--- src/hdl/cpuPkg.sv ---
package cpuPkg;

	////////////////////////////////////////////////////////////////////////////
	// widths and fixed registers
	////////////////////////////////////////////////////////////////////////////

	localparam int dataWidth = 32;
	localparam int regAddrWidth = 5;
	localparam logic [regAddrWidth-1:0] regLink = 5'd31; // jal return address

	////////////////////////////////////////////////////////////////////////////
	// instruction encodings
	////////////////////////////////////////////////////////////////////////////

	// major opcode, bits 31..27
	typedef enum logic [4:0] {
		opAlu = 5'd0,
		opJ = 5'd1,
		opBne = 5'd2,
		opJal = 5'd3,
		opJr = 5'd4,
		opAddi = 5'd5,
		opBlt = 5'd6,
		opSw = 5'd7,
		opLw = 5'd8
	} opcodeT;

	// alu field of R-type words, bits 6..2
	typedef enum logic [4:0] {
		aluAdd = 5'd0,
		aluSub = 5'd1,
		aluAnd = 5'd2,
		aluOr = 5'd3,
		aluSll = 5'd4,
		aluSra = 5'd5
	} aluOpT;

	// where an execute operand comes from
	typedef enum logic [1:0] {
		bypNone,
		bypMem,
		bypWb
	} bypassSelT;

	typedef enum logic [1:0] {
		wbAlu,
		wbMem,
		wbLink // pc+1 for jal
	} wbSelT;

endpackage

--- src/hdl/regFile.sv ---
`timescale 1ns/10ps

module regFile (
	input logic clock,
	input logic arstN,
	input logic writeEnable,
	input logic [cpuPkg::regAddrWidth-1:0] writeReg,
	input logic [cpuPkg::dataWidth-1:0] writeData,
	input logic [cpuPkg::regAddrWidth-1:0] readRegA,
	input logic [cpuPkg::regAddrWidth-1:0] readRegB,
	output logic [cpuPkg::dataWidth-1:0] dataA,
	output logic [cpuPkg::dataWidth-1:0] dataB
);

	logic [cpuPkg::dataWidth-1:0] regs [2**cpuPkg::regAddrWidth];

	// falling edge, so decode sees this cycle's writeback
	always_ff @(negedge clock or negedge arstN) begin
		if (!arstN) begin
			for (int i = 0; i < 2**cpuPkg::regAddrWidth; i++)
				regs[i] <= '0;
		end else if (writeEnable && writeReg != '0) begin
			regs[writeReg] <= writeData;
		end
	end

	assign dataA = regs[readRegA];
	assign dataB = regs[readRegB];

	assert property (@(posedge clock) disable iff (!arstN) (readRegA == '0) |-> (dataA == '0));

endmodule

--- config.mk ---
export PLATFORM = sky130hd
export DESIGN_NAME = regFile
export DESIGN_NICKNAME = d
export VERILOG_FILES = /design/src/hdl/cpuPkg.sv /design/src/hdl/regFile.sv
export SDC_FILE = /design/constraint.sdc
export NUM_CORES = 2
export LEC_CHECK = 0
export BUFFER_PORTS_ARGS = -buffer_cell sky130_fd_sc_hd__buf_2
export CORE_ASPECT_RATIO = 0.75
export CORE_MARGIN = 4
export CORE_UTILIZATION = 25
export CTS_CLUSTER_DIAMETER = 120
export DETAILED_ROUTE_END_ITERATION = 6
export GPL_TIMING_DRIVEN = 0
export HOLD_SLACK_MARGIN = 0.02
export SLEW_MARGIN = 30
export SYNTH_ARGS = -nofsm -noshare
export SYNTH_HDL_FRONTEND = slang
export SYNTH_SLANG_ARGS = --single-unit
--- constraint.sdc ---
create_clock -name clock -period 1.2 [get_ports clock]
set_input_delay 0.06 -clock clock [delete_from_list [all_inputs] [get_ports clock]]
set_output_delay 0.06 -clock clock [all_outputs]
set_load 0.02 [all_outputs]
==> impl_metrics.toml <==
[run_status]
status = "finished, violations left"
violations = "negative setup slack"

[die]
fp.dieArea_um2 = 231000
initial_core_util_pct = 25.1
io_pins = 114
coreArea_um2 = 223000
die_x_um = 554
die_height_um = 418
row_count = 150

[pwr]
p_int_mw = 75.8
seqPwrFrac_pct = 43.1
totalPowerFinal_mw = 109
p_sw_mw = 33.5
swShare_pct = 30.7
power_frac_clock_pct = 33.0
cellLeakagePower_nw = 33.8
vdd_drop_max_mv = 1.02
comb_power_share_pct = 23.8
power_density_nw_per_um2 = 1490

[critical_path]
worst_setup_path_end_kind = "primary output"
crit_slowest_cell = "dfrtn_1"
worstPathRequired_ns = 1.14
critPathLaunchType = "register"
crit_buf_inv = 1
crit_chain = "mux2i_1, a22o_1, nor3_4, a31oi_1, nand3_2, buf_6"
worst-path-stages = 6
path_delay_family = "compound AO/OA/AOI/OAI gates"
crit_path_max_incr_delay_ns = 0.36
worstRegToRegCells = 2
path_class = "register to primary output"
critPathArrivalTime_ns = 2.85
worstPathMaxFanout = 3

[layout]
nets = 5100
design_area_um2 = 73200
reg.largest.list = "regs (1024)"
largest_reg_flops = 1024
fillCellCount = 21800
fin_cells = 8111
drive_above_1_share_pct = 38.8
largest-register = "regs"
area_growth_pct = 30.9

[sta]
maxSlewHeadroom_pct = 22.4
rsz0062_at_grt = "yes"
worst_hold_slack_ns = 0.0909
final-hold-violation-count = 0
tns_ns = -432.04
setup_viol = 1056
tightest_slew_ns = 1.16
final_max_slew_viol_count = 0
postLayoutSetupSlackWorst_ns = -1.71
fin_worst_skew_ns = 0

[logic_synthesis]
synth_compound_area_share_pct = 7.01
yosys-top-cells-count = "1024 x dfrtn_1, 1024 x mux2i_1, 953 x mux2_2, 224 x clkbuf_1, 210 x nand2_1"
async_reset_ff_share_pct = 100
synthFlopType = "dfrtn_1"
syn_area_um2 = 55900
synth_cell_types = 28
synth_top_family_by_area = "multiplexers"
synth_top_area_share_pct = 45.8
synth_fp_nets = 4651
synth_area_leaders = "dfrtn_1 46%, mux2_2 19%, mux2i_1 18%, a22oi_1 2.6%, a22o_1 2.0%"
synth_enable_flop_cells = 0
synth.avg_cell_area_um2 = 12.2
yosysSeqAreaShare_pct = 45.8
synth_fa_ha_area_share_pct = 0
yosys.area_share.simple_pct = 4.39
netlist_instances = 4601
synth_seq_cells = 1024
synth_xor_area_share_pct = 0
yosys_warnings = 0
synth_area_leader_cell = "dfrtn_1"
synth_mux_area_share_pct = 38.3

[global_routing]
overflow = 0
grt_pass1_wl_um = 337000
grtUsageTotal_pct = 20.4
grt_max_degree = 113
first_global_vias = 43200
antenna_found_initial = 25

[clock_network]
worstSkewPairLatency_ns = 0.67
clock_path_buffers = 3
clock-sinks = 1024
clk_pin_slew_worst_paths_ns = 0.05
cts_root_buffer = "clkbuf_16"
cts_buffers = 102
htreeDepth = 3
cts_tree = "yes"

[place]
post-place-cells = 7693
port_buffers = 111
place_hpwl_um = 180000
gp_congestion = 0.964
placed_area_um2 = 61900

[routing]
vias_per_cell = 5.42
final_antenna_net_count = 0
drtPass1Iterations = 6
detail_route.wl_per_cell_um = 31.0
drt_iter0_markers = 5078
wl_um = 251000
vias = 44000
drc = 0

[min_path]
holdCritPathClass = "primary input to asynchronous set/reset pin"

[run]
max_cap_violations = 0
## layer usage
metal  routed length [µm]  up-vias  global-route usage, %  part of all wire, %
met5                   79        -                      0                0.031
met4                 9190       12                   6.22                  3.7
met3                31600      387                   7.98                   13
met2                97400     2463                   27.3                   39
met1               113000    23200                   29.8                   45
li1                     -    17900                      -                    -
## placed cells by master (no fill, tap or decap), types with 23 or more instances in the layout
cell       instances
a22o_1           128
buf_12           139
clkbuf_2          45
buf_4            112
clkbuf_8          23
nor3_4            65
mux2_2           546
mux2i_1         1022
buf_2            112
nand3_2           56
nand3_1          127
a31oi_2           25
a22oi_1          192
nand2_1          194
clkbuf_16        134
buf_16            47
a21oi_1          192
buf_6            120
mux2_4           436
clkbuf_1         203
dfrtn_1         1024
## cell type report
cell class	count	area (µm²)	share of cell area [%]
Timing Repair Buffer	354	5550	7.58
Antenna cell	12	30.0	0.0410
Clock inverter	39	618	0.844
Sequential cell	1024	25600	35.0
Multi-Input combinational cell	3104	31300	42.7
Buffer	464	3370	4.61
Tap cell	2964	3710	5.07
Clock buffer	150	3030	4.13
## final timing paths
check | start | to | slack [ns]
setup reg to reg | regs[768] | regs[768] | 0.28
min in group clock | writeData[15] | regs[15] | 0.20
hold reg to reg | regs[1008] | regs[1008] | 0.43
hold / removal | arstN | regs[254] | 0.09
max in group asynchronous | arstN | regs[756] | 0.12
setup / recovery | regs[789] | dataB[21] | -1.71
## stage by stage
stage,setup WS [ns],utilization (%)
CTS,-1.72,31.8
global placement,-22.67,27.5
finish,-1.71,32.9
global route,-1.73,32.9
floorplan,-0.720,-
detailed placement,-1.81,27.8
## power by group through the flow
stage                     Sequential (mW)  Clock [mW]  Combinational (mW)
after floorplan                      45.7           0                15.5
after global placement               46.9           0                21.2
after detailed placement             47.2           0                22.1
after CTS                            46.7        36.3                24.5
after global routing                 47.8        37.7                27.5
final                                47.2        36.1                26.0
## worst min-delay path: stages
cell       delay, ns
clkbuf_4        0.17
clkbuf_16       0.17
buf_16          0.18
## cells by family (layout without fill, tap and decap cells)
group                  Yosys count  in the layout
AND/OR/NAND/NOR                512            512
multiplexers                  2016           2016
flip-flops                    1024           1024
buffers and inverters          473           1007
AO/OA/AOI/OAI                  576            576
other                            0             12
## repair_timing
item / 4_1_cts / 5_1_grt
endpoints found under the setup margin: 1629 / 1972
setup buffers: 89 / 59
gates cloned: 51 / 32
pin swaps: 135 / 115
endpoints found under the hold margin: 92 / 13
hold buffers: 1 / 2
gates resized for setup: 659 / 336
Power figures use the tool's default switching activity.
