==> src/hdl/cpuPkg.sv <==
package cpuPkg;

	////////////////////////////////////////////////////////////////////////////
	// widths and fixed registers
	////////////////////////////////////////////////////////////////////////////

	localparam int dataWidth = 32;
	localparam int regAddrWidth = 5;
	localparam logic [regAddrWidth-1:0] regLink = 5'd31; // jal return address

	////////////////////////////////////////////////////////////////////////////
	// instruction encodings
	////////////////////////////////////////////////////////////////////////////

	// major opcode, bits 31..27
	typedef enum logic [4:0] {
		opAlu = 5'd0,
		opJ = 5'd1,
		opBne = 5'd2,
		opJal = 5'd3,
		opJr = 5'd4,
		opAddi = 5'd5,
		opBlt = 5'd6,
		opSw = 5'd7,
		opLw = 5'd8
	} opcodeT;

	// alu field of R-type words, bits 6..2
	typedef enum logic [4:0] {
		aluAdd = 5'd0,
		aluSub = 5'd1,
		aluAnd = 5'd2,
		aluOr = 5'd3,
		aluSll = 5'd4,
		aluSra = 5'd5
	} aluOpT;

	// where an execute operand comes from
	typedef enum logic [1:0] {
		bypNone,
		bypMem,
		bypWb
	} bypassSelT;

	typedef enum logic [1:0] {
		wbAlu,
		wbMem,
		wbLink // pc+1 for jal
	} wbSelT;

endpackage

==> src/hdl/hazardControl.sv <==
`timescale 1ns/10ps

module hazardControl (
	input logic clock,
	input logic arstN,
	input logic [cpuPkg::regAddrWidth-1:0] decRegA,
	input logic [cpuPkg::regAddrWidth-1:0] decRegB,
	input logic decUsesB,
	input logic [cpuPkg::regAddrWidth-1:0] exeRegDst,
	input logic exeMemRead,
	input logic exeValid,
	input logic [cpuPkg::regAddrWidth-1:0] memRegDst,
	input logic memRegWrite,
	input logic [cpuPkg::regAddrWidth-1:0] wbRegDst,
	input logic wbRegWrite,
	input logic [cpuPkg::regAddrWidth-1:0] exeRegA,
	input logic [cpuPkg::regAddrWidth-1:0] exeRegB,
	input logic [cpuPkg::regAddrWidth-1:0] memStoreReg,
	input logic takeTransfer,
	output logic stall,
	output logic flush,
	output cpuPkg::bypassSelT bypassA,
	output cpuPkg::bypassSelT bypassB,
	output cpuPkg::bypassSelT bypassStore
);

	logic lastStall;

	// newest producer wins
	function automatic cpuPkg::bypassSelT pickSource(input logic [cpuPkg::regAddrWidth-1:0] src);
		cpuPkg::bypassSelT sel;
		sel = cpuPkg::bypNone;
		if (src != '0) begin
			if (memRegWrite && memRegDst == src)
				sel = cpuPkg::bypMem;
			else if (wbRegWrite && wbRegDst == src)
				sel = cpuPkg::bypWb;
		end
		return sel;
	endfunction

	always_comb begin
		bypassA = pickSource(exeRegA);
		bypassB = pickSource(exeRegB);
		// WM path, load result straight into store data
		if (memStoreReg != '0 && wbRegWrite && wbRegDst == memStoreReg)
			bypassStore = cpuPkg::bypWb;
		else
			bypassStore = cpuPkg::bypNone;
	end

	// load in execute feeding decode
	assign stall = exeValid && exeMemRead && exeRegDst != '0 &&
		(exeRegDst == decRegA || (decUsesB && exeRegDst == decRegB));
	assign flush = takeTransfer;

	always_ff @(posedge clock or negedge arstN) begin
		if (!arstN)
			lastStall <= 1'b0;
		else
			lastStall <= stall;
	end

	// the datapath must put a bubble behind every stall
	assert property (@(posedge clock) disable iff (!arstN) !(stall && lastStall));
	assert property (@(posedge clock) !arstN |-> !flush);

endmodule

==> config.mk <==
export PLATFORM = sky130hd
export DESIGN_NAME = hazardControl
export DESIGN_NICKNAME = d
export VERILOG_FILES = /design/src/hdl/cpuPkg.sv /design/src/hdl/hazardControl.sv
export SDC_FILE = /design/constraint.sdc
export NUM_CORES = 1
export LEC_CHECK = 0
export BUFFER_PORTS_ARGS = -buffer_cell sky130_fd_sc_hd__buf_4
export CAP_MARGIN = 25
export CORE_MARGIN = 2
export CORE_UTILIZATION = 36
export DETAILED_ROUTE_END_ITERATION = 12
export PLACE_DENSITY = 0.95
export SLEW_MARGIN = 30
export SYNTH_ARGS = -nofsm -noshare
export SYNTH_HDL_FRONTEND = slang
export SYNTH_SLANG_ARGS = --single-unit
==> constraint.sdc <==
create_clock -name vclk -period 1.02
set_input_delay 0.102 -clock vclk [all_inputs]
set_output_delay 0.102 -clock vclk [all_outputs]
set_load 0.02 [all_outputs]
==> results_dict.tcl <==
set metrics [dict create \
    slowest_delay_ns 0.38 \
    synth_top_area_share_pct 32.4 \
    p_int_mw 0.268 \
    routedWlPerCell_um 17.9 \
    routabilityCongestion 0.666 \
    syn_nets 114 \
    worstHoldPathCells 0 \
    ys_seq_area_share_pct 0 \
    timing.final.crit_share_pct 138 \
    clock_buffer_count 0 \
    cp-start-kind "input pin" \
    core_um2 1280 \
    yosys.cell_types.count 15 \
    area_growth_pct 132 \
    antenna_found_initial 0 \
    power_leakage_nw 0.502 \
    hold_viol_final 0 \
    io_pins 56 \
    fmax_mhz 712 \
    hp-start "takeTransfer" \
    dpl_cell_area_um2 965 \
    sw_frac_of_total_pct 42.9 \
    synth_cells 66 \
    yosys.area.top_type "xor2_1" \
    place_ws_ns -0.240 \
    slowest_stage "nor4_2" \
    grt_max_degree 5 \
    cp_num_buf_inv 2 \
    seq_area_um2 0 \
    combPwrFrac_pct 100.0 \
    vdd_ir_drop_max_mv 0.266 \
    die_area_um2 1660 \
    worst_setup_path_end_kind "output port" \
    syn_area_um2 487 \
    drc 0 \
    crit_arrival_ns 1.30 \
    grt_pass1_wl_um 2770 \
    port_buffers 51 \
    yosysMostFrequentCell "xor2_1" \
    syn_area_per_cell_um2 7.37 \
    wirelength_um 2510 \
    synth_area_leaders "xor2_1, xnor2_1, nand3_1, nor4_1, nor2_1" \
    design.seq.count 0 \
    switchingPower_mw 0.201 \
    ys_top_cells_by_count "xor2_1, xnor2_1, nand3_1, nor2_1, nor4_1" \
    p_clk_share_pct 0 \
    row_count 13 \
    holdWs_ns 0.204 \
    start_util_pct 37.9 \
    post_drt_via_cell_ratio 5.44 \
    dpl.hpwl_um 1530 \
    path_delay_family "simple AND/OR/NAND/NOR gates" \
    outcome "complete, but fails checks" \
    violations "setup timing" \
    critPathKind "in -> out" \
    power_density_nw_per_um2 415 \
    vias 762 \
    seqPwrFrac_pct 0 \
    overflow 0 \
    antenna_cells 0 \
    hp-class "in -> out" \
    post-route-min-period_ns 1.41 \
    max_cap_viol_count 0 \
    yosys_warnings 0 \
    total_power_mw 0.469 \
    grt_usage_pct 24.4 \
    path_max_fanout 3 \
    crit_path_cell_trace "buf_4 > xor2_1 > nor4_2 > nand3_1 > nor2_1 > buf_4" \
    fin_setup_tns_ns -1.40 \
    dr.first_iter.drc_count 12 \
    report.final.slew_viol_count 0 \
    final_net_count 175 \
    required_ns 0.92 \
    holdPathEnd "flush" \
    setup_viol 6 \
    first_pass_iters 4 \
    die_y_um 40.8 \
    finalWorstSetupSlack_ns -0.385 \
    final_area_um2 1130 \
    cp_common_cell "buf_4" \
    antenna_left 0 \
    grt_pass1_vias 684 \
    nFillCells 59 \
    multi_input_area_um2 576 \
    dieWidth_um 40.8 \
    rsz0062_at_grt "true" \
    drive_gt1_share_pct 61.6 \
    cts_hold_buf 0 \
]
==> how the worst max path moves through the flow <==
| stage | startpoint | endpoint | slack [ns] | cells past startpoint |
|---|---|---|---|---|
| after floorplan | exeRegA[1] | bypassA[0] | 0.02 | 4 |
| after detailed placement | memRegDst[4] | bypassB[1] | -0.24 | 6 |
| after CTS | exeRegB[3] | bypassB[1] | -0.21 | 6 |
| after global placement | exeRegA[1] | bypassA[1] | -0.22 | 5 |
| final | exeRegA[3] | bypassA[0] | -0.39 | 6 |
| after global routing | exeRegA[3] | bypassA[0] | -0.42 | 6 |
==> layer usage <==
metal	up-vias	part of all wire, %	track usage, %
li1	345	-	-
met1	350	37	24.7
met2	59	50	54.4
met3	8	9.5	2.17
met4	0	2.9	0
met5	-	0	0
==> cell type report <==
type                       count  share of cell area [%]
multi-input combinational     64                    50.9
timing repair buffer          61                    47.5
tap                           15                    1.66
==> what timing repair did <==
action / in CTS / in global routing
endpoints found under the hold margin: 0 / 0
gates resized for setup: 15 / 21
pin swaps: 14 / 20
endpoints found under the setup margin: 5 / 6
buffers inserted: 0 / 0
==> power by group through the flow <==
stage	clock network [mW]	registers, mW	logic, mW
3_3_place_gp	0	0	0.364
5_1_grt	0	0	0.495
2_1_floorplan	0	0	0.147
3_5_place_dp	0	0	0.376
6_report	0	0	0.469
4_1_cts	0	0	0.397
==> logic make-up after synthesis <==
logic type / after synthesis / synth area share [%]
and+or+nand+nor: 26 / 30.3
other: 1 / 0.770
buffers and inverters: 2 / 3.08
xor gates and xnor gates: 34 / 61.2
AOI/OAI and AO/OA: 3 / 4.63
==> through the flow <==
step	util, %	instances
CTS	79.5	140
global route	88.0	140
finish	88.0	140
floorplan	-	66
global placement	75.1	140
detailed placement	75.1	140
==> layout by cell type, fill, tap and decap left out, types with 3 or more instances in the layout <==
| cell type | instances |
|---|---|
| xor2_2 | 4 |
| xnor2_1 | 16 |
| buf_6 | 13 |
| buf_4 | 44 |
| buf_8 | 4 |
| nor2_1 | 3 |
| or4_4 | 3 |
| xor2_1 | 14 |
| nand3_1 | 5 |
Note: power is estimated with default switching activity, not from simulation.
