$ cat config.mk
export PLATFORM = sky130hd
export DESIGN_NAME = pipeDatapath
export DESIGN_NICKNAME = d
export VERILOG_FILES = /design/src/hdl/cpuPkg.sv /design/src/hdl/aluUnit.sv /design/src/hdl/pipeDatapath.sv
export SDC_FILE = /design/constraint.sdc
export NUM_CORES = 1
export LEC_CHECK = 0
export BUFFER_PORTS_ARGS = -buffer_cell sky130_fd_sc_hd__buf_2
export CORE_ASPECT_RATIO = 1.4
export CORE_UTILIZATION = 50
export DETAILED_ROUTE_END_ITERATION = 10
export PLACE_DENSITY = 0.7
export SYNTH_ARGS = -nofsm -noshare
export SYNTH_HDL_FRONTEND = slang
export SYNTH_HIERARCHICAL = 1
export SYNTH_SLANG_ARGS = --single-unit
$ cat constraint.sdc
create_clock -name clock -period 5.9 [get_ports clock]
set_input_delay 0.295 -clock clock [delete_from_list [all_inputs] [get_ports clock]]
set_output_delay 0.295 -clock clock [all_outputs]
set_load 0.005 [all_outputs]
$ cat src/hdl/cpuPkg.sv
package cpuPkg;

	////////////////////////////////////////////////////////////////////////////
	// widths and fixed registers
	////////////////////////////////////////////////////////////////////////////

	localparam int dataWidth = 32;
	localparam int regAddrWidth = 5;
	localparam logic [regAddrWidth-1:0] regLink = 5'd31; // jal return address

	////////////////////////////////////////////////////////////////////////////
	// instruction encodings
	////////////////////////////////////////////////////////////////////////////

	// major opcode, bits 31..27
	typedef enum logic [4:0] {
		opAlu = 5'd0,
		opJ = 5'd1,
		opBne = 5'd2,
		opJal = 5'd3,
		opJr = 5'd4,
		opAddi = 5'd5,
		opBlt = 5'd6,
		opSw = 5'd7,
		opLw = 5'd8
	} opcodeT;

	// alu field of R-type words, bits 6..2
	typedef enum logic [4:0] {
		aluAdd = 5'd0,
		aluSub = 5'd1,
		aluAnd = 5'd2,
		aluOr = 5'd3,
		aluSll = 5'd4,
		aluSra = 5'd5
	} aluOpT;

	// where an execute operand comes from
	typedef enum logic [1:0] {
		bypNone,
		bypMem,
		bypWb
	} bypassSelT;

	typedef enum logic [1:0] {
		wbAlu,
		wbMem,
		wbLink // pc+1 for jal
	} wbSelT;

endpackage

$ cat src/hdl/aluUnit.sv
`timescale 1ns/10ps

module aluUnit (
	input logic [cpuPkg::dataWidth-1:0] opA,
	input logic [cpuPkg::dataWidth-1:0] opB,
	input cpuPkg::aluOpT aluOp,
	input logic [4:0] shiftAmt,
	output logic [cpuPkg::dataWidth-1:0] result,
	output logic notEqual,
	output logic lessThan
);

	always_comb begin
		case (aluOp)
			cpuPkg::aluAdd: result = opA + opB;
			cpuPkg::aluSub: result = opA - opB;
			cpuPkg::aluAnd: result = opA & opB;
			cpuPkg::aluOr: result = opA | opB;
			cpuPkg::aluSll: result = opA << shiftAmt;
			cpuPkg::aluSra: result = $signed(opA) >>> shiftAmt; // keeps the sign bit
			default: result = '0;
		endcase
	end

	// branch flags, rd against rs
	assign notEqual = (opA != opB);
	assign lessThan = ($signed(opA) < $signed(opB));

endmodule

$ cat src/hdl/pipeDatapath.sv
`timescale 1ns/10ps

module pipeDatapath #(
	parameter int progAddrWidth = 12
) (
	input logic clock,
	input logic arstN,
	input logic [cpuPkg::dataWidth-1:0] fetchInstr,
	output logic [progAddrWidth-1:0] pc,
	output logic [cpuPkg::dataWidth-1:0] decInstr,
	input logic decRegWrite,
	input logic decMemRead,
	input logic decMemWrite,
	input logic decUseImm,
	input cpuPkg::wbSelT decWbSel,
	input cpuPkg::aluOpT decAluOp,
	input logic decIsBne,
	input logic decIsBlt,
	input logic decIsJump,
	input logic decIsJr,
	input logic [cpuPkg::regAddrWidth-1:0] decRegA,
	input logic [cpuPkg::regAddrWidth-1:0] decRegB,
	input logic [cpuPkg::dataWidth-1:0] dataA,
	input logic [cpuPkg::dataWidth-1:0] dataB,
	input logic stall,
	input logic flush,
	input cpuPkg::bypassSelT bypassA,
	input cpuPkg::bypassSelT bypassB,
	input cpuPkg::bypassSelT bypassStore,
	input logic [cpuPkg::dataWidth-1:0] memReadData,
	output logic decUsesB,
	output logic [cpuPkg::regAddrWidth-1:0] exeRegDst,
	output logic exeMemRead,
	output logic exeValid,
	output logic [cpuPkg::regAddrWidth-1:0] exeRegA,
	output logic [cpuPkg::regAddrWidth-1:0] exeRegB,
	output logic [cpuPkg::regAddrWidth-1:0] memRegDst,
	output logic memRegWrite,
	output logic [cpuPkg::regAddrWidth-1:0] memStoreReg,
	output logic takeTransfer,
	output logic wbEnable,
	output logic [cpuPkg::regAddrWidth-1:0] wbReg,
	output logic [cpuPkg::dataWidth-1:0] wbData,
	output logic [cpuPkg::dataWidth-1:0] memAddr,
	output logic [cpuPkg::dataWidth-1:0] memWriteData,
	output logic memWrite
);

	localparam int dw = cpuPkg::dataWidth;

	logic decValid, memValid, wbValid;
	logic [progAddrWidth-1:0] pcPlusOne, nextPc, decPc1, exePc1, branchTarget, jumpTarget, exeTarget;
	logic [dw-1:0] decImm, exeImm, exeDataA, exeDataB, opA, opB, aluB, aluResult, exeResult;
	logic [cpuPkg::regAddrWidth-1:0] decRegDst, exeStoreReg;
	logic [4:0] exeShamt;
	logic exeRegWrite, exeMemWrite, exeUseImm, exeIsBne, exeIsBlt, exeIsJump, exeIsJr;
	logic notEqual, lessThan;
	cpuPkg::wbSelT exeWbSel, memWbSel, wbSrc;
	cpuPkg::aluOpT exeAluOp;
	logic memWritesReg, memIsLoad, memIsStore, wbWritesReg;
	logic [dw-1:0] memResult, memStoreData, wbResult, wbLoadData;

	////////////////////////////////////////////////////////////////////////////
	// fetch and decode
	////////////////////////////////////////////////////////////////////////////

	assign pcPlusOne = pc + progAddrWidth'(1);
	assign decImm = {{(dw-17){decInstr[16]}}, decInstr[16:0]}; // 17-bit signed immediate
	assign branchTarget = decPc1 + decImm[progAddrWidth-1:0];
	assign jumpTarget = decInstr[progAddrWidth-1:0];
	assign decRegDst = (decWbSel == cpuPkg::wbLink) ? cpuPkg::regLink : decInstr[26:22];
	assign decUsesB = !decUseImm; // rt, or rs of a branch

	////////////////////////////////////////////////////////////////////////////
	// execute
	////////////////////////////////////////////////////////////////////////////

	always_comb begin
		case (bypassA)
			cpuPkg::bypMem: opA = memResult; // MX
			cpuPkg::bypWb: opA = wbData; // WX
			default: opA = exeDataA;
		endcase
		case (bypassB)
			cpuPkg::bypMem: opB = memResult;
			cpuPkg::bypWb: opB = wbData;
			default: opB = exeDataB;
		endcase
	end

	assign aluB = exeUseImm ? exeImm : opB;

	aluUnit alu (
		.opA(opA),
		.opB(aluB),
		.aluOp(exeAluOp),
		.shiftAmt(exeShamt),
		.result(aluResult),
		.notEqual(notEqual),
		.lessThan(lessThan)
	);

	// jal carries its link value in place of the alu result
	assign exeResult = (exeWbSel == cpuPkg::wbLink) ? dw'(exePc1) : aluResult;
	assign takeTransfer = exeValid &&
		((exeIsBne && notEqual) || (exeIsBlt && lessThan) || exeIsJump || exeIsJr);

	always_comb begin
		if (takeTransfer)
			nextPc = exeIsJr ? opA[progAddrWidth-1:0] : exeTarget;
		else if (stall)
			nextPc = pc;
		else
			nextPc = pcPlusOne;
	end

	////////////////////////////////////////////////////////////////////////////
	// memory and writeback
	////////////////////////////////////////////////////////////////////////////

	assign memAddr = memResult;
	assign memWriteData = (bypassStore == cpuPkg::bypWb) ? wbData : memStoreData;
	assign memWrite = memValid && memIsStore;
	assign memRegWrite = memValid && memWritesReg && !memIsLoad; // load data not here yet
	assign wbEnable = wbValid && wbWritesReg;
	assign wbData = (wbSrc == cpuPkg::wbMem) ? wbLoadData : wbResult;

	// pc, fetch/decode and valid bits
	always_ff @(posedge clock or negedge arstN) begin
		if (!arstN) begin
			pc <= '0;
			decInstr <= '0;
			decValid <= 1'b0;
			exeValid <= 1'b0;
			memValid <= 1'b0;
			wbValid <= 1'b0;
		end else begin
			pc <= nextPc;
			if (flush) begin
				decInstr <= '0; // decodes as add r0
				decValid <= 1'b0;
			end else if (!stall) begin
				decInstr <= fetchInstr;
				decValid <= 1'b1;
			end
			exeValid <= decValid && !stall && !flush; // bubble on stall
			memValid <= exeValid;
			wbValid <= memValid;
		end
	end

	always_ff @(posedge clock) begin
		if (!stall)
			decPc1 <= pcPlusOne;
		exeRegWrite <= decRegWrite;
		exeMemRead <= decMemRead;
		exeMemWrite <= decMemWrite;
		exeUseImm <= decUseImm;
		exeWbSel <= decWbSel;
		exeAluOp <= decAluOp;
		exeIsBne <= decIsBne;
		exeIsBlt <= decIsBlt;
		exeIsJump <= decIsJump;
		exeIsJr <= decIsJr;
		exeRegA <= decRegA;
		exeRegB <= decRegB;
		exeRegDst <= decRegDst;
		exeStoreReg <= decInstr[26:22];
		exeDataA <= dataA;
		exeDataB <= dataB;
		exeImm <= decImm;
		exeShamt <= decInstr[11:7];
		exePc1 <= decPc1;
		exeTarget <= decIsJump ? jumpTarget : branchTarget;

		memWritesReg <= exeRegWrite;
		memIsLoad <= exeMemRead;
		memIsStore <= exeMemWrite;
		memWbSel <= exeWbSel;
		memRegDst <= exeRegDst;
		memStoreReg <= exeStoreReg;
		memResult <= exeResult;
		memStoreData <= opB; // store data after MX/WX

		wbWritesReg <= memWritesReg;
		wbSrc <= memWbSel;
		wbReg <= memRegDst;
		wbResult <= memResult;
		wbLoadData <= memReadData;
	end

endmodule

==> reports/results.tsv <==
stage	metric	value	unit
yosys	post-synthesis register bit count	351	
yosys	number of flops mapped to enable cells by yosys	12	
yosys	Cells after Synth	2296	
clock_network	number of setup buffers added after CTS	0	
placement	dpl ws	447.9	ps
grt	vias in the first global route	20430	
yosys	largest area contributor in the netlist	dfxtp_1	
setup_path	Worst Setup End Kind	output pin	
clock_network	CTS Buffer Depth	3	
grt	Total Routing Usage GR	39.47	%
route	drt initial violations	1617	
floorplanning	Die X	176.1	µm
route	Via density	6.108	
yosys	Mapped Avg Cell Area	9.239	µm²
sta	max_slew headroom	31.24	%
route	wire length per cell	26.39	µm
run	max_cap viols	0	
placement	post-detail-place hpwl	65750	µm
setup_path	Critical Path AT	5330	ps
cells_and_area	Final Cell Area	26010	µm²
yosys	share of flip-flops with an asynchronous set or reset	13.68	%
placement	Port-buffer cells	339	
yosys	Syn Std Cell Area	21210	µm²
sta	final worst path period need	5624	ps
yosys	Synth area leaders	dfxtp_1 27%, ha_1 7.1%, mux2i_1 6.5%	
route	routed wire length	86950	µm
yosys	YS warnings	6	
yosys	count leader, synth	dfxtp_1	
setup_path	Reg2Reg Launch Point	wbSrc[0]	
sta	fin crit share	95.32	%
sta	# setup viols final	0	
clock_network	CTS Buf Count	35	
clock_network	root buffer cell	clkbuf_16	
worst_hold_path	worst hold start	fetchInstr[27]	
floorplanning	Starting Density	51.10	%
route	total number of vias	20130	
route	first-pass detailed-route iteration total	6	
sta	unrepaired setup endpoints after global routing	false	
sta	WHS	7.545	ps
route	DRC Markers	0	
yosys	register area share after synthesis	34.82	%
setup_path	crit path max fanout	24	
cells_and_area	share of layout cells above drive strength 1	26.12	%
setup_path	CP startpoint	wbSrc[0]	
placement	RePlAce Congestion	1.017	
yosys	Synth top cells by count	291 x dfxtp_1, 203 x nand2_1, 165 x nor2_1	
floorplanning	Core Area	41510	µm²
clock_network	clk_lat worst skew	560	ps
setup_path	Worst Setup Start Kind	register	
setup_path	CP Class	reg2out	
sta	fmax	0.1778	GHz
grt	total gr overflow	0	
placement	dpl cell area	23480	µm²
floorplanning	full die area	43260	µm²
route	Post-DRT Antenna Nets	0	
sta	setup TNS	0	ps
cells_and_area	NumNets Final	3015	
sta	Max Clock Skew	36.80	ps
worst_hold_path	Hold Path Class	in2reg	
clock_network	Clock Sinks	351	
sta	Slew Viols, Final	0	
floorplanning	die height	245.7	µm
power	worst-case vdd ir drop	0.3435	mV
clock_network	clk slew on worst S/H paths	60	ps
yosys	ys flop type	dfxtp_1	
yosys	Yosys top cell area share	27.46	%
yosys	Synth Net Count	2583	
sta	Slew @ Worst Pin	1021	ps
grt	largest net degree at the start of global routing	71	
cells_and_area	Area Growth Syn to Fin	22.61	%
cells_and_area	Filler cells	3471	
grt	initial antenna violation count	1	
floorplanning	row cnt	88	
yosys	library cells used by synthesis	88	
power	pwr dens	295.3	nW/µm²
sta	number of hold violations in the final report	0	
clock_network	CTS tree	done	
setup_path	critical path data required time	5610	ps
run_status	status	completed	
floorplanning	# IOs	340	
grt	global-route wire length before repair	126600	µm
sta	Worst Slack Setup Final	276.3	ps
power	LEAKAGE	11.49	nW
clock_network	Clock H-tree levels	2	
[path summary, 6_finish.rpt]
| kind | endpoint | slack, ps | cells past startpoint |
|---|---|---|---|
| max | takeTransfer | 280 | 17 |
| min | decInstr[27] | 8 | 3 |
| max reg2reg | pc[10] | 730 | 18 |
| min reg2reg | memStoreReg[4] | 330 | 0 |
| max in group asynchronous | decInstr[14] | 5040 | 3 |
| min in group asynchronous | pc[5] | 390 | 3 |
[area by class of cell]
class / count / area (µm²) / share of cell area, %
Multi-Input combinational cell: 1670 / 12660 / 48.68
Clock inverter: 11 / 138.9 / 0.5340
Inverter: 122 / 457.9 / 1.761
Tap cell: 540 / 675.6 / 2.598
Clock buffer: 51 / 1016 / 3.906
Antenna cell: 2 / 5.005 / 0.01924
Sequential cell: 351 / 7401 / 28.46
Timing Repair Buffer: 548 / 3654 / 14.05
[per-stage QoR]
step	std cells	utilization (%)	power [mW]
global route	3294	62.65	7.980
finish	3295	62.66	7.679
floorplan	2296	-	4.372
detailed placement	3096	56.56	5.286
CTS	3293	62.60	7.621
global placement	3096	56.56	5.263
[routing by layer]
| layer | up-vias | routed length [µm] | track usage [%] |
|---|---|---|---|
| li1 | 9137 | - | - |
| met1 | 9685 | 29670 | 39.69 |
| met2 | 992 | 44340 | 71.28 |
| met3 | 311 | 4300 | 4.700 |
| met4 | 0 | 8640 | 34.86 |
| met5 | - | 0 | 0 |
[state kept, by name (all words and copies together) (netlist names), 12 cells and up]
register / cells
decInstr: 32
decPc1: 12
exeDataA: 32
exeDataB: 32
exeImm: 13
exePc1: 12
exeTarget: 12
memAddr: 32
memStoreData: 32
pc: 12
wbLoadData: 32
wbResult: 32
[cells by family after synthesis]
group / after synthesis / synth area share, %
flip-flops: 351 / 34.82
multiplexers: 290 / 16.76
XOR/XNOR: 48 / 1.982
buffers and inverters: 275 / 5.733
AO/OA/AOI/OAI: 617 / 20.37
AND/OR/NAND/NOR: 591 / 12.91
adder cells (fa/ha/maj): 124 / 7.420
[worst max-delay path: stages (launching register included)]
cell and delay, ps:
dfxtp_1 310, nor2b_4 200, buf_12 240, mux2_4 230
a22oi_1 90, o21ai_0 770, inv_1 230, ha_1 530
nor4_1 770, and4_1 400, nand2_1 70, o211ai_1 80
o21ai_1 180, a211oi_1 250, nand2_1 100, nand2_1 90
inv_1 70, buf_2 130
[cells in the final DEF (no fill, tap or decap), types with 35 or more instances in the layout]
| cell type | instances |
|---|---|
| a211oi_1 | 37 |
| a21oi_1 | 145 |
| a22oi_2 | 37 |
| buf_2 | 339 |
| buf_4 | 70 |
| clkbuf_16 | 35 |
| dfrtp_1 | 48 |
| dfxtp_1 | 286 |
| dlygate4sd3_1 | 135 |
| ha_1 | 118 |
| inv_1 | 120 |
| mux2_2 | 92 |
| mux2i_1 | 137 |
| nand2_1 | 203 |
| nor2_1 | 165 |
| nor3_1 | 45 |
| o21ai_0 | 121 |
[timing repair]
item                                   CTS  global route
resized for setup                        0             3
hold buffers                           135             0
setup endpoints to repair                0             1
endpoints found under the hold margin  182             0
[where the power goes]
part,switching [mW],total (mW),leakage [nW],internal [mW]
sequential,0.252,2.92,3.17,2.67
combinational,1.49,2.47,7.75,0.987
clock,0.987,2.29,0.570,1.30
Power figures use the tool's default switching activity.
