### src/hdl/cpuPkg.sv
package cpuPkg;

	////////////////////////////////////////////////////////////////////////////
	// widths and fixed registers
	////////////////////////////////////////////////////////////////////////////

	localparam int dataWidth = 32;
	localparam int regAddrWidth = 5;
	localparam logic [regAddrWidth-1:0] regLink = 5'd31; // jal return address

	////////////////////////////////////////////////////////////////////////////
	// instruction encodings
	////////////////////////////////////////////////////////////////////////////

	// major opcode, bits 31..27
	typedef enum logic [4:0] {
		opAlu = 5'd0,
		opJ = 5'd1,
		opBne = 5'd2,
		opJal = 5'd3,
		opJr = 5'd4,
		opAddi = 5'd5,
		opBlt = 5'd6,
		opSw = 5'd7,
		opLw = 5'd8
	} opcodeT;

	// alu field of R-type words, bits 6..2
	typedef enum logic [4:0] {
		aluAdd = 5'd0,
		aluSub = 5'd1,
		aluAnd = 5'd2,
		aluOr = 5'd3,
		aluSll = 5'd4,
		aluSra = 5'd5
	} aluOpT;

	// where an execute operand comes from
	typedef enum logic [1:0] {
		bypNone,
		bypMem,
		bypWb
	} bypassSelT;

	typedef enum logic [1:0] {
		wbAlu,
		wbMem,
		wbLink // pc+1 for jal
	} wbSelT;

endpackage

### src/hdl/instrDecode.sv
`timescale 1ns/10ps

module instrDecode (
	input logic [cpuPkg::dataWidth-1:0] instr,
	output logic regWrite,
	output logic memRead,
	output logic memWrite,
	output logic useImm,
	output cpuPkg::wbSelT wbSel,
	output cpuPkg::aluOpT aluOp,
	output logic isBne,
	output logic isBlt,
	output logic isJump,
	output logic isJr,
	output logic [cpuPkg::regAddrWidth-1:0] readRegA,
	output logic [cpuPkg::regAddrWidth-1:0] readRegB
);

	cpuPkg::opcodeT opcode;
	logic [cpuPkg::regAddrWidth-1:0] rd, rs, rt;

	assign opcode = cpuPkg::opcodeT'(instr[31:27]);
	assign rd = instr[26:22];
	assign rs = instr[21:17];
	assign rt = instr[16:12];

	always_comb begin
		regWrite = 1'b0;
		memRead = 1'b0;
		memWrite = 1'b0;
		useImm = 1'b0;
		wbSel = cpuPkg::wbAlu;
		aluOp = cpuPkg::aluAdd; // address and addi sum
		isBne = 1'b0;
		isBlt = 1'b0;
		isJump = 1'b0;
		isJr = 1'b0;
		readRegA = '0; // r0 never matches a hazard
		readRegB = '0;
		case (opcode)
			cpuPkg::opAlu: begin
				regWrite = 1'b1;
				aluOp = cpuPkg::aluOpT'(instr[6:2]);
				readRegA = rs;
				readRegB = rt;
			end
			cpuPkg::opAddi: begin
				regWrite = 1'b1;
				useImm = 1'b1;
				readRegA = rs;
			end
			cpuPkg::opLw: begin
				regWrite = 1'b1;
				memRead = 1'b1;
				useImm = 1'b1;
				wbSel = cpuPkg::wbMem;
				readRegA = rs;
			end
			cpuPkg::opSw: begin
				memWrite = 1'b1;
				useImm = 1'b1;
				readRegA = rs; // base
				readRegB = rd; // store data
			end
			cpuPkg::opBne, cpuPkg::opBlt: begin
				isBne = (opcode == cpuPkg::opBne);
				isBlt = (opcode == cpuPkg::opBlt);
				aluOp = cpuPkg::aluSub;
				readRegA = rd;
				readRegB = rs;
			end
			cpuPkg::opJ: isJump = 1'b1;
			cpuPkg::opJal: begin
				isJump = 1'b1;
				regWrite = 1'b1;
				wbSel = cpuPkg::wbLink;
			end
			cpuPkg::opJr: begin
				isJr = 1'b1;
				readRegA = rd; // jump target register
			end
			default: ; // unknown opcodes do nothing
		endcase
	end

endmodule

### config.mk
export PLATFORM = sky130hd
export DESIGN_NAME = instrDecode
export DESIGN_NICKNAME = d
export VERILOG_FILES = /design/src/hdl/cpuPkg.sv /design/src/hdl/instrDecode.sv
export SDC_FILE = /design/constraint.sdc
export NUM_CORES = 1
export LEC_CHECK = 0
export BUFFER_PORTS_ARGS = -buffer_cell sky130_fd_sc_hd__buf_2
export CAP_MARGIN = 10
export CORE_AREA = 2 2 39 41
export DETAILED_ROUTE_END_ITERATION = 7
export DIE_AREA = 0 0 41 43
export PLACE_DENSITY = 0.82
export SYNTH_ARGS = -nofsm -noshare
export SYNTH_HDL_FRONTEND = slang
export SYNTH_SLANG_ARGS = --single-unit
### constraint.sdc
create_clock -name vclk -period 1.47
set_clock_uncertainty 0.15 [all_clocks]
set_input_delay 0.0735 -clock vclk [all_inputs]
set_output_delay 0.0735 -clock vclk [all_outputs]
set_load 0.02 [all_outputs]
==> flow_summary_export.csv, run 1 <==
group,metric,value,unit
global_routing,overflow,0,
die,start_util,26.5,%
logic_synthesis,synth_cells,45,
timing,fin_setup_tns,-0.00691,ns
die,dieArea,1760,um^2
logic_synthesis,synth_most_common_cell,"and2_1",
global_routing,grt_pass1_vias,464,
logic_synthesis,synth_xor_xnor_area_share,0,%
placed_design,dp_slack,-0.0567,ns
worst_setup_path,crit_type,"in2out",
detailed_routing,via_per_inst,5.02,
layout,seqCellArea,0,um^2
die,row_count,14,
pwr,leakagePower,0.440,nW
layout,clockBufferCount,0,
logic_synthesis,netlist_top_cells_count,"and2_1, a221o_1, a22o_1",
worst_setup_path,required,1.25,ns
layout,post-route-util,59.2,%
detailed_routing,num_vias,592,
layout,multi_input_area,365,um^2
detailed_routing,post_drt_wl_per_cell,13.8,um
detailed_routing,wl,1.63,mm
worst_setup_path,slowest_stage,"or3_4",
pwr,power.ir.vdd_worst,103,uV
logic_synthesis,synth_compound_area_share,34.1,%
logic_synthesis,synth_cell_type_count,24,
layout,final_nets,136,
layout,drive_gt1_share,69.6,%
pwr,p_switching,0.0000889,W
layout,nFlopsAndLatches,0,
flow_run,cap_violations,0,
layout,syn2layout_area_growth,124,%
worst_setup_path,setup.worst_path.end_class,"output port",
timing,tightestPinTransition,0.302,ns
timing,grt_setup_unrepaired,"true",
detailed_routing,drtIter0Drc,5,
placed_design,gp_congestion,0.746,
layout,fillers,134,
die,fp.dieH,43,um
logic_synthesis,synth-simple-area-share,59.7,%
status,violations,"negative setup slack",
timing,setup_violations,1,
detailed_routing,ant_nets,0,
die,pin_count,57,
timing,max_freq,0.677,GHz
global_routing,antenna_found_initial,0,
logic_synthesis,yosys.area_share.adder,0,%
timing,maxSlewViolCount,0,
pwr,swShare,48.8,%
worst_setup_path,worstPathMaxFanout,5,
pwr,powerDensity,222,nW/um^2
worst_setup_path,cp.arrival,1.25,ns
logic_synthesis,postSynthAreaPerCell,8.15,um^2
timing,fin_hold_ws,0.254,ns
detailed_routing,firstDrtPassIters,2,
logic_synthesis,synth_top_family_by_area,"simple AND/OR/NAND/NOR gates",
timing,hold_violations,0,
timing,relSlewSlack,79.9,%
worst_hold_path,min_path_type,"in2out",
placed_design,port_buffers,50,
worst_setup_path,critPathMaxStageDelay,0.40,ns
detailed_routing,drc_errors,0,
worst_setup_path,crit_chain,"buf_8 > or3_4 > nor3_4 > buf_12 > and2_1 > buf_2",
global_routing,grt_pass1_wl,2.01,mm
pwr,power.internal,0.0000934,W
global_routing,grt_max_degree,11,
timing,finalWorstSetupSlack,-0.00691,ns
status,status,"finished, violations left",
worst_setup_path,start_kind,"input pin",
logic_synthesis,synth.top_cell.area_share,17.1,%
worst_hold_path,holdPathStages,3,
logic_synthesis,synth.cell_area,367,um^2
timing,period_needed,1.48,ns
global_routing,grt_usage,15.5,%
die,core-area,1380,um^2
logic_synthesis,synth_top_cell_by_area,"and2_1",
pwr,comb_power_share,100.0,%
logic_synthesis,synth_seq_area_share,0,%
logic_synthesis,synthMuxAreaShare,0,%
timing,timing.final.crit_share,100,%
logic_synthesis,synth_area_leaders,"and2_1, a221o_1, a22o_1",
die,die_width,41,um
pwr,seqPwrFrac,0,%
logic_synthesis,syn_nets,77,
logic_synthesis,ys_warn_count,0,
pwr,p_clk_share,0,%
layout,diodes,0,
## critical path, delay by kind of cell
| kind | cells | cell delay, ns |
|---|---|---|
| buf+inv | 3 | 0.43 |
| simple gates | 3 | 0.76 |
## final cells by class
type,count,share of cell area [%]
well taps,16,2.44
multi-input cells,41,44.6
repair buffers,61,53.0
## per-layer routing
metal  wire length (um)  track usage, %  up-vias
met1                578            16.5      268
met5                  0               0        -
met2                928            31.9       24
met4                 39               0        0
met3                 84           0.524        4
li1                   -               -      296
## repair_timing
| item | in CTS | in global routing |
|---|---|---|
| hold buffers | 0 | 0 |
| cloned | 0 | 1 |
| setup buffers | 1 | 1 |
| pin swaps | 1 | 5 |
| endpoints found under the setup margin | 10 | 16 |
| gates resized for setup | 7 | 20 |
## power by group through the flow
stage	logic [W]	registers [W]	clock network, W
floorplan	0.0000808	0	0
global placement	0.000153	0	0
detailed placement	0.000157	0	0
CTS	0.000163	0	0
global route	0.000196	0	0
finish	0.000182	0	0
## metrics by stage
stage | power (W) | std cells | area (um^2)
global placement | 0.000153 | 115 | 679
CTS | 0.000163 | 116 | 718
detailed placement | 0.000157 | 115 | 679
floorplan | 0.0000808 | 45 | 372
global route | 0.000196 | 118 | 820
finish | 0.000182 | 118 | 820
## cells by family after synthesis
| logic type | count (synthesis) |
|---|---|
| simple gates | 27 |
| compound gates | 14 |
| buf+inv | 4 |
## worst paths after layout
kind / to / startpoint / slack, ns
worst min-delay path: isJump / instr[31] / 0.25
worst max-delay path: aluOp[2] / instr[31] / -0.007
## cells in the final DEF, fill, tap and decap left out, drive strengths merged
| cell type | n |
|---|---|
| nand4bb | 1 |
| nand2 | 1 |
| a21oi | 2 |
| nor3b | 3 |
| a221o | 5 |
| buf | 60 |
| nor2 | 2 |
| o211a | 1 |
| a21o | 1 |
| or4b | 1 |
| and2 | 10 |
| or3 | 2 |
| nor3 | 1 |
| nor4b | 2 |
| clkbuf | 1 |
| nand3b | 1 |
| a22o | 5 |
| nor2b | 1 |
| nor4 | 2 |
Power figures use the tool's default switching activity.
==> inputs of run 2 (changes only) <==
--- a/config.mk
+++ b/config.mk
@@ -7,10 +7,12 @@
 export LEC_CHECK = 0
 export BUFFER_PORTS_ARGS = -buffer_cell sky130_fd_sc_hd__buf_2
 export CAP_MARGIN = 10
-export CORE_AREA = 2 2 39 41
+export CELL_PAD_IN_SITES_DETAIL_PLACEMENT = 1
+export CELL_PAD_IN_SITES_GLOBAL_PLACEMENT = 1
+export CORE_MARGIN = 2
+export CORE_UTILIZATION = 18
 export DETAILED_ROUTE_END_ITERATION = 7
-export DIE_AREA = 0 0 41 43
-export PLACE_DENSITY = 0.82
+export PLACE_DENSITY = 0.89
 export SYNTH_ARGS = -nofsm -noshare
 export SYNTH_HDL_FRONTEND = slang
 export SYNTH_SLANG_ARGS = --single-unit
==> flow_summary_export.csv, run 2 (same netlist as run 1, synthesis figures left out) <==
group,metric,value,unit
layout,post-route-util,41.1,%
timing,maxSlewViolCount,0,
pwr,p_clk_share,0,%
worst_setup_path,setup.worst_path.end_class,"output port",
die,start_util,18.9,%
layout,clockBufferCount,0,
worst_setup_path,start_kind,"input pin",
clock_tree,cts_hold_buf,0,
clock_tree,cts_setup_buffers,0,
placed_design,port_buffers,50,
global_routing,overflow,0,
die,pin_count,57,
worst_hold_path,min_path_type,"in2out",
worst_setup_path,worstPathMaxFanout,5,
detailed_routing,via_per_inst,4.72,
die,core-area,1940,um^2
pwr,swShare,50.1,%
pwr,powerDensity,225,nW/um^2
timing,timing.final.crit_share,99.5,%
worst_setup_path,crit_path_frequent_cell,"buf_2",
status,status,"finished, final reports clean",
global_routing,grt_pass1_wl,2.82,mm
timing,max_freq,0.684,GHz
pwr,p_switching,0.0000899,W
detailed_routing,drtIter0Drc,5,
timing,finalWorstSetupSlack,0.00715,ns
layout,final_common_cell,"buf_2",
die,die_width,49.1,um
pwr,power.ir.vdd_worst,77.4,uV
worst_setup_path,crit_type,"in2out",
layout,syn2layout_area_growth,118,%
timing,setup_violations,0,
worst_setup_path,crit_chain,"buf_2 > or3_1 > a21oi_2 > a22o_1 > buf_2",
die,row_count,16,
detailed_routing,post_drt_wl_per_cell,13.3,um
detailed_routing,num_vias,618,
timing,tightestPinTransition,0.329,ns
detailed_routing,firstDrtPassIters,3,
detailed_routing,drc_errors,0,
placed_design,dp_slack,-0.00592,ns
detailed_routing,ant_nets,0,
layout,seqCellArea,0,um^2
pwr,leakagePower,0.427,nW
detailed_routing,wl,1.74,mm
layout,final_cells,131,
pwr,power.internal,0.0000895,W
worst_setup_path,cp.arrival,1.24,ns
layout,nFlopsAndLatches,0,
worst_setup_path,path_buf_inv,2,
worst_setup_path,critPathMaxStageDelay,0.41,ns
timing,hold_violations,0,
pwr,seqPwrFrac,0,%
global_routing,grt_pass1_vias,610,
pwr,comb_power_share,100.0,%
layout,drive_gt1_share,68.3,%
placed_design,hpwl,1.46,mm
flow_run,cap_violations,0,
worst_setup_path,slowest_stage,"or3_1",
timing,relSlewSlack,78.1,%
placed_design,placed_cells,131,
worst_setup_path,crit_family,"compound AO/OA/AOI/OAI gates",
timing,fin_hold_ws,0.304,ns
layout,layout_common_cells,"buf_2, buf_4, and2_1",
placed_design,gp_congestion,0.674,
timing,period_needed,1.46,ns
global_routing,grt_max_degree,11,
layout,final_nets,138,
global_routing,antenna_found_initial,0,
die,fp.dieH,49.1,um
die,dieArea,2410,um^2
global_routing,grt_usage,14.0,%
layout,diodes,0,
timing,grt_setup_unrepaired,"true",
worst_setup_path,required,1.25,ns
## run 2: changes by cell type in the layout (fill, tap and decap cells not counted)
cell and change:
buf_8 -1, and2_4 -2, clkbuf_16 -1, and2_1 +2
nor4b_4 -1, nor4b_2 +1, buf_6 -3, buf_4 +7
## run 2: final cells by class
cell class,instances,area (um^2)
fill,241,1140
timing repair buffer,63,413
tap,27,33.8
multi-input combinational,41,352
## run 2: worst min-delay path, delay by kind of cell
family | cells | cell delay (ns)
simple gates | 1 | 0.12
buf+inv | 2 | 0.18
## run 2: stage by stage
stage | cell area [um^2] | TNS (ns) | total power [W]
after floorplan | 372 | 0 | 0.0000808
after detailed placement | 743 | -0.0114 | 0.000171
after global placement | 743 | 0 | 0.000163
after global routing | 798 | -0.301 | 0.000193
after CTS | 748 | 0 | 0.000171
final | 798 | 0 | 0.000179
## run 2: layer usage
layer  vias up  part of all wire (%)  track usage, %
met5         -                     0               0
met4         0                     0            1.90
met3         0                   6.6            1.53
met2        31                    55            28.8
met1       288                    39            15.2
li1        299                     -               -
## run 2: power groups by stage
stage	clock network, W	logic [W]	registers, W
floorplan	0	0.0000808	0
global placement	0	0.000163	0
detailed placement	0	0.000171	0
CTS	0	0.000171	0
global route	0	0.000193	0
finish	0	0.000179	0
## run 2: final timing paths
check	slack, ns	depth (start not counted)	endpoint	start
max	0.007	5	readRegA[2]	instr[29]
min	0.30	3	aluOp[1]	instr[3]
## run 2: repair_timing
item / CTS / global route
endpoints found under the setup margin: 2 / 16
cloned: 0 / 0
resized for setup: 2 / 17
==> inputs of run 3 (changes only) <==
--- a/config.mk
+++ b/config.mk
@@ -13,6 +13,7 @@
 export CORE_UTILIZATION = 18
 export DETAILED_ROUTE_END_ITERATION = 7
 export PLACE_DENSITY = 0.89
+export REMOVE_ABC_BUFFERS = 1
 export SYNTH_ARGS = -nofsm -noshare
 export SYNTH_HDL_FRONTEND = slang
 export SYNTH_SLANG_ARGS = --single-unit
==> flow_summary_export.csv, run 3 (same netlist as run 1, synthesis figures left out) <==
group,metric,value,unit
worst_setup_path,worstPathMaxFanout,7,
pwr,powerDensity,230,nW/um^2
detailed_routing,post_drt_wl_per_cell,13.4,um
worst_setup_path,crit_chain,"buf_8 > or3_4 > nor3_4 > buf_6 > and2_1 > buf_2",
placed_design,gp_congestion,0.735,
placed_design,place_area,688,um^2
global_routing,antenna_found_initial,0,
layout,syn2layout_area_growth,116,%
flow_run,cap_violations,0,
layout,layout_common_cells,"buf_2, buf_4, and2_1",
layout,drive_gt1_share,65.7,%
die,row_count,16,
worst_setup_path,crit_type,"in2out",
global_routing,grt_usage,14.1,%
detailed_routing,ant_nets,0,
timing,relSlewSlack,75.9,%
global_routing,grt_max_degree,9,
detailed_routing,drc_errors,0,
timing,timing.final.crit_share,97.1,%
die,core-area,1940,um^2
die,die_width,49.1,um
pwr,power.ir.vdd_worst,102,uV
detailed_routing,via_per_inst,4.69,
status,status,"finished, final reports clean",
timing,tightestPinTransition,0.359,ns
worst_setup_path,crit_family,"simple AND/OR/NAND/NOR gates",
layout,final_nets,136,
global_routing,grt_pass1_vias,639,
worst_setup_path,cp.arrival,1.20,ns
placed_design,hpwl,1.40,mm
worst_setup_path,start_kind,"input pin",
layout,nFlopsAndLatches,0,
worst_setup_path,slowest_stage,"or3_4",
worst_setup_path,path_buf_inv,3,
global_routing,grt_pass1_wl,2.81,mm
worst_setup_path,cp_num_cells,6,
timing,hold_violations,0,
detailed_routing,firstDrtPassIters,3,
detailed_routing,num_vias,605,
worst_setup_path,required,1.25,ns
timing,grt_setup_unrepaired,"true",
placed_design,port_buffers,50,
worst_setup_path,cp-endpoint,"aluOp[1]",
timing,maxSlewViolCount,0,
layout,clockBufferCount,0,
die,dieArea,2410,um^2
worst_setup_path,setup.worst_path.end_class,"output port",
timing,max_freq,0.700,GHz
layout,final_common_cell,"buf_2",
detailed_routing,drtIter0Drc,1,
worst_hold_path,min_path_type,"in2out",
worst_setup_path,crit_start,"instr[27]",
timing,period_needed,1.43,ns
die,pin_count,57,
layout,seqCellArea,0,um^2
global_routing,overflow,0,
worst_setup_path,critPathMaxStageDelay,0.41,ns
timing,setup_violations,0,
die,fp.dieH,49.1,um
pwr,p_total,0.000183,W
layout,diodes,0,
layout,fillers,260,
pwr,leakagePower,0.424,nW
layout,design_area,793,um^2
detailed_routing,wl,1.73,mm
die,start_util,18.9,%
run 3: cell types whose count changed in the layout (fill, tap and decap cells not counted), sizes merged:
cell and delta:
buf -2
run 3: power breakdown:
group | internal, W | switching (W)
Clock | 0 | 0
Sequential | 0 | 0
Combinational | 0.0000917 | 0.0000912
Total | 0.0000917 | 0.0000912
run 3: metal layers:
layer	share of wire, %	up-vias	GRT usage, %
li1	-	299	-
met1	37	275	15.1
met2	55	31	30.2
met3	7.3	0	1.53
met4	0	0	0
met5	0	-	0
run 3: how the worst min path moves through the flow:
stage,cells after the start,to,from,slack [ns]
after CTS,3,aluOp[4],instr[6],0.32
after floorplan,1,memWrite,instr[31],0.04
final,3,wbSel[1],instr[30],0.29
after global placement,3,aluOp[0],instr[2],0.31
after global routing,3,wbSel[1],instr[30],0.32
after detailed placement,3,aluOp[4],instr[6],0.32
run 3: per-stage QoR:
stage	setup slack, ns	hold slack (ns)	setup TNS, ns	cells	util [%]
after global routing	-0.0146	0.315	-0.0368	129	40.9
after floorplan	-0.197	0.0442	-0.394	41	-
final	0.0420	0.292	0	129	40.9
after detailed placement	-0.112	0.321	-0.843	126	35.4
after CTS	-0.00106	0.322	-0.00106	128	37.3
after global placement	-0.0524	0.312	-0.231	126	35.4
run 3: area by class of cell:
class	instances	area [um^2]	area share, %
repair buffers	61	399	50.3
multi-input cells	41	360	45.4
well taps	27	33.8	4.26
run 3: repair_timing:
action | in CTS | in global routing
endpoints found under the setup margin | 15 | 15
pin swaps | 5 | 6
buffers inserted | 2 | 1
gates resized for setup | 6 | 18
hold buffers | 0 | 0
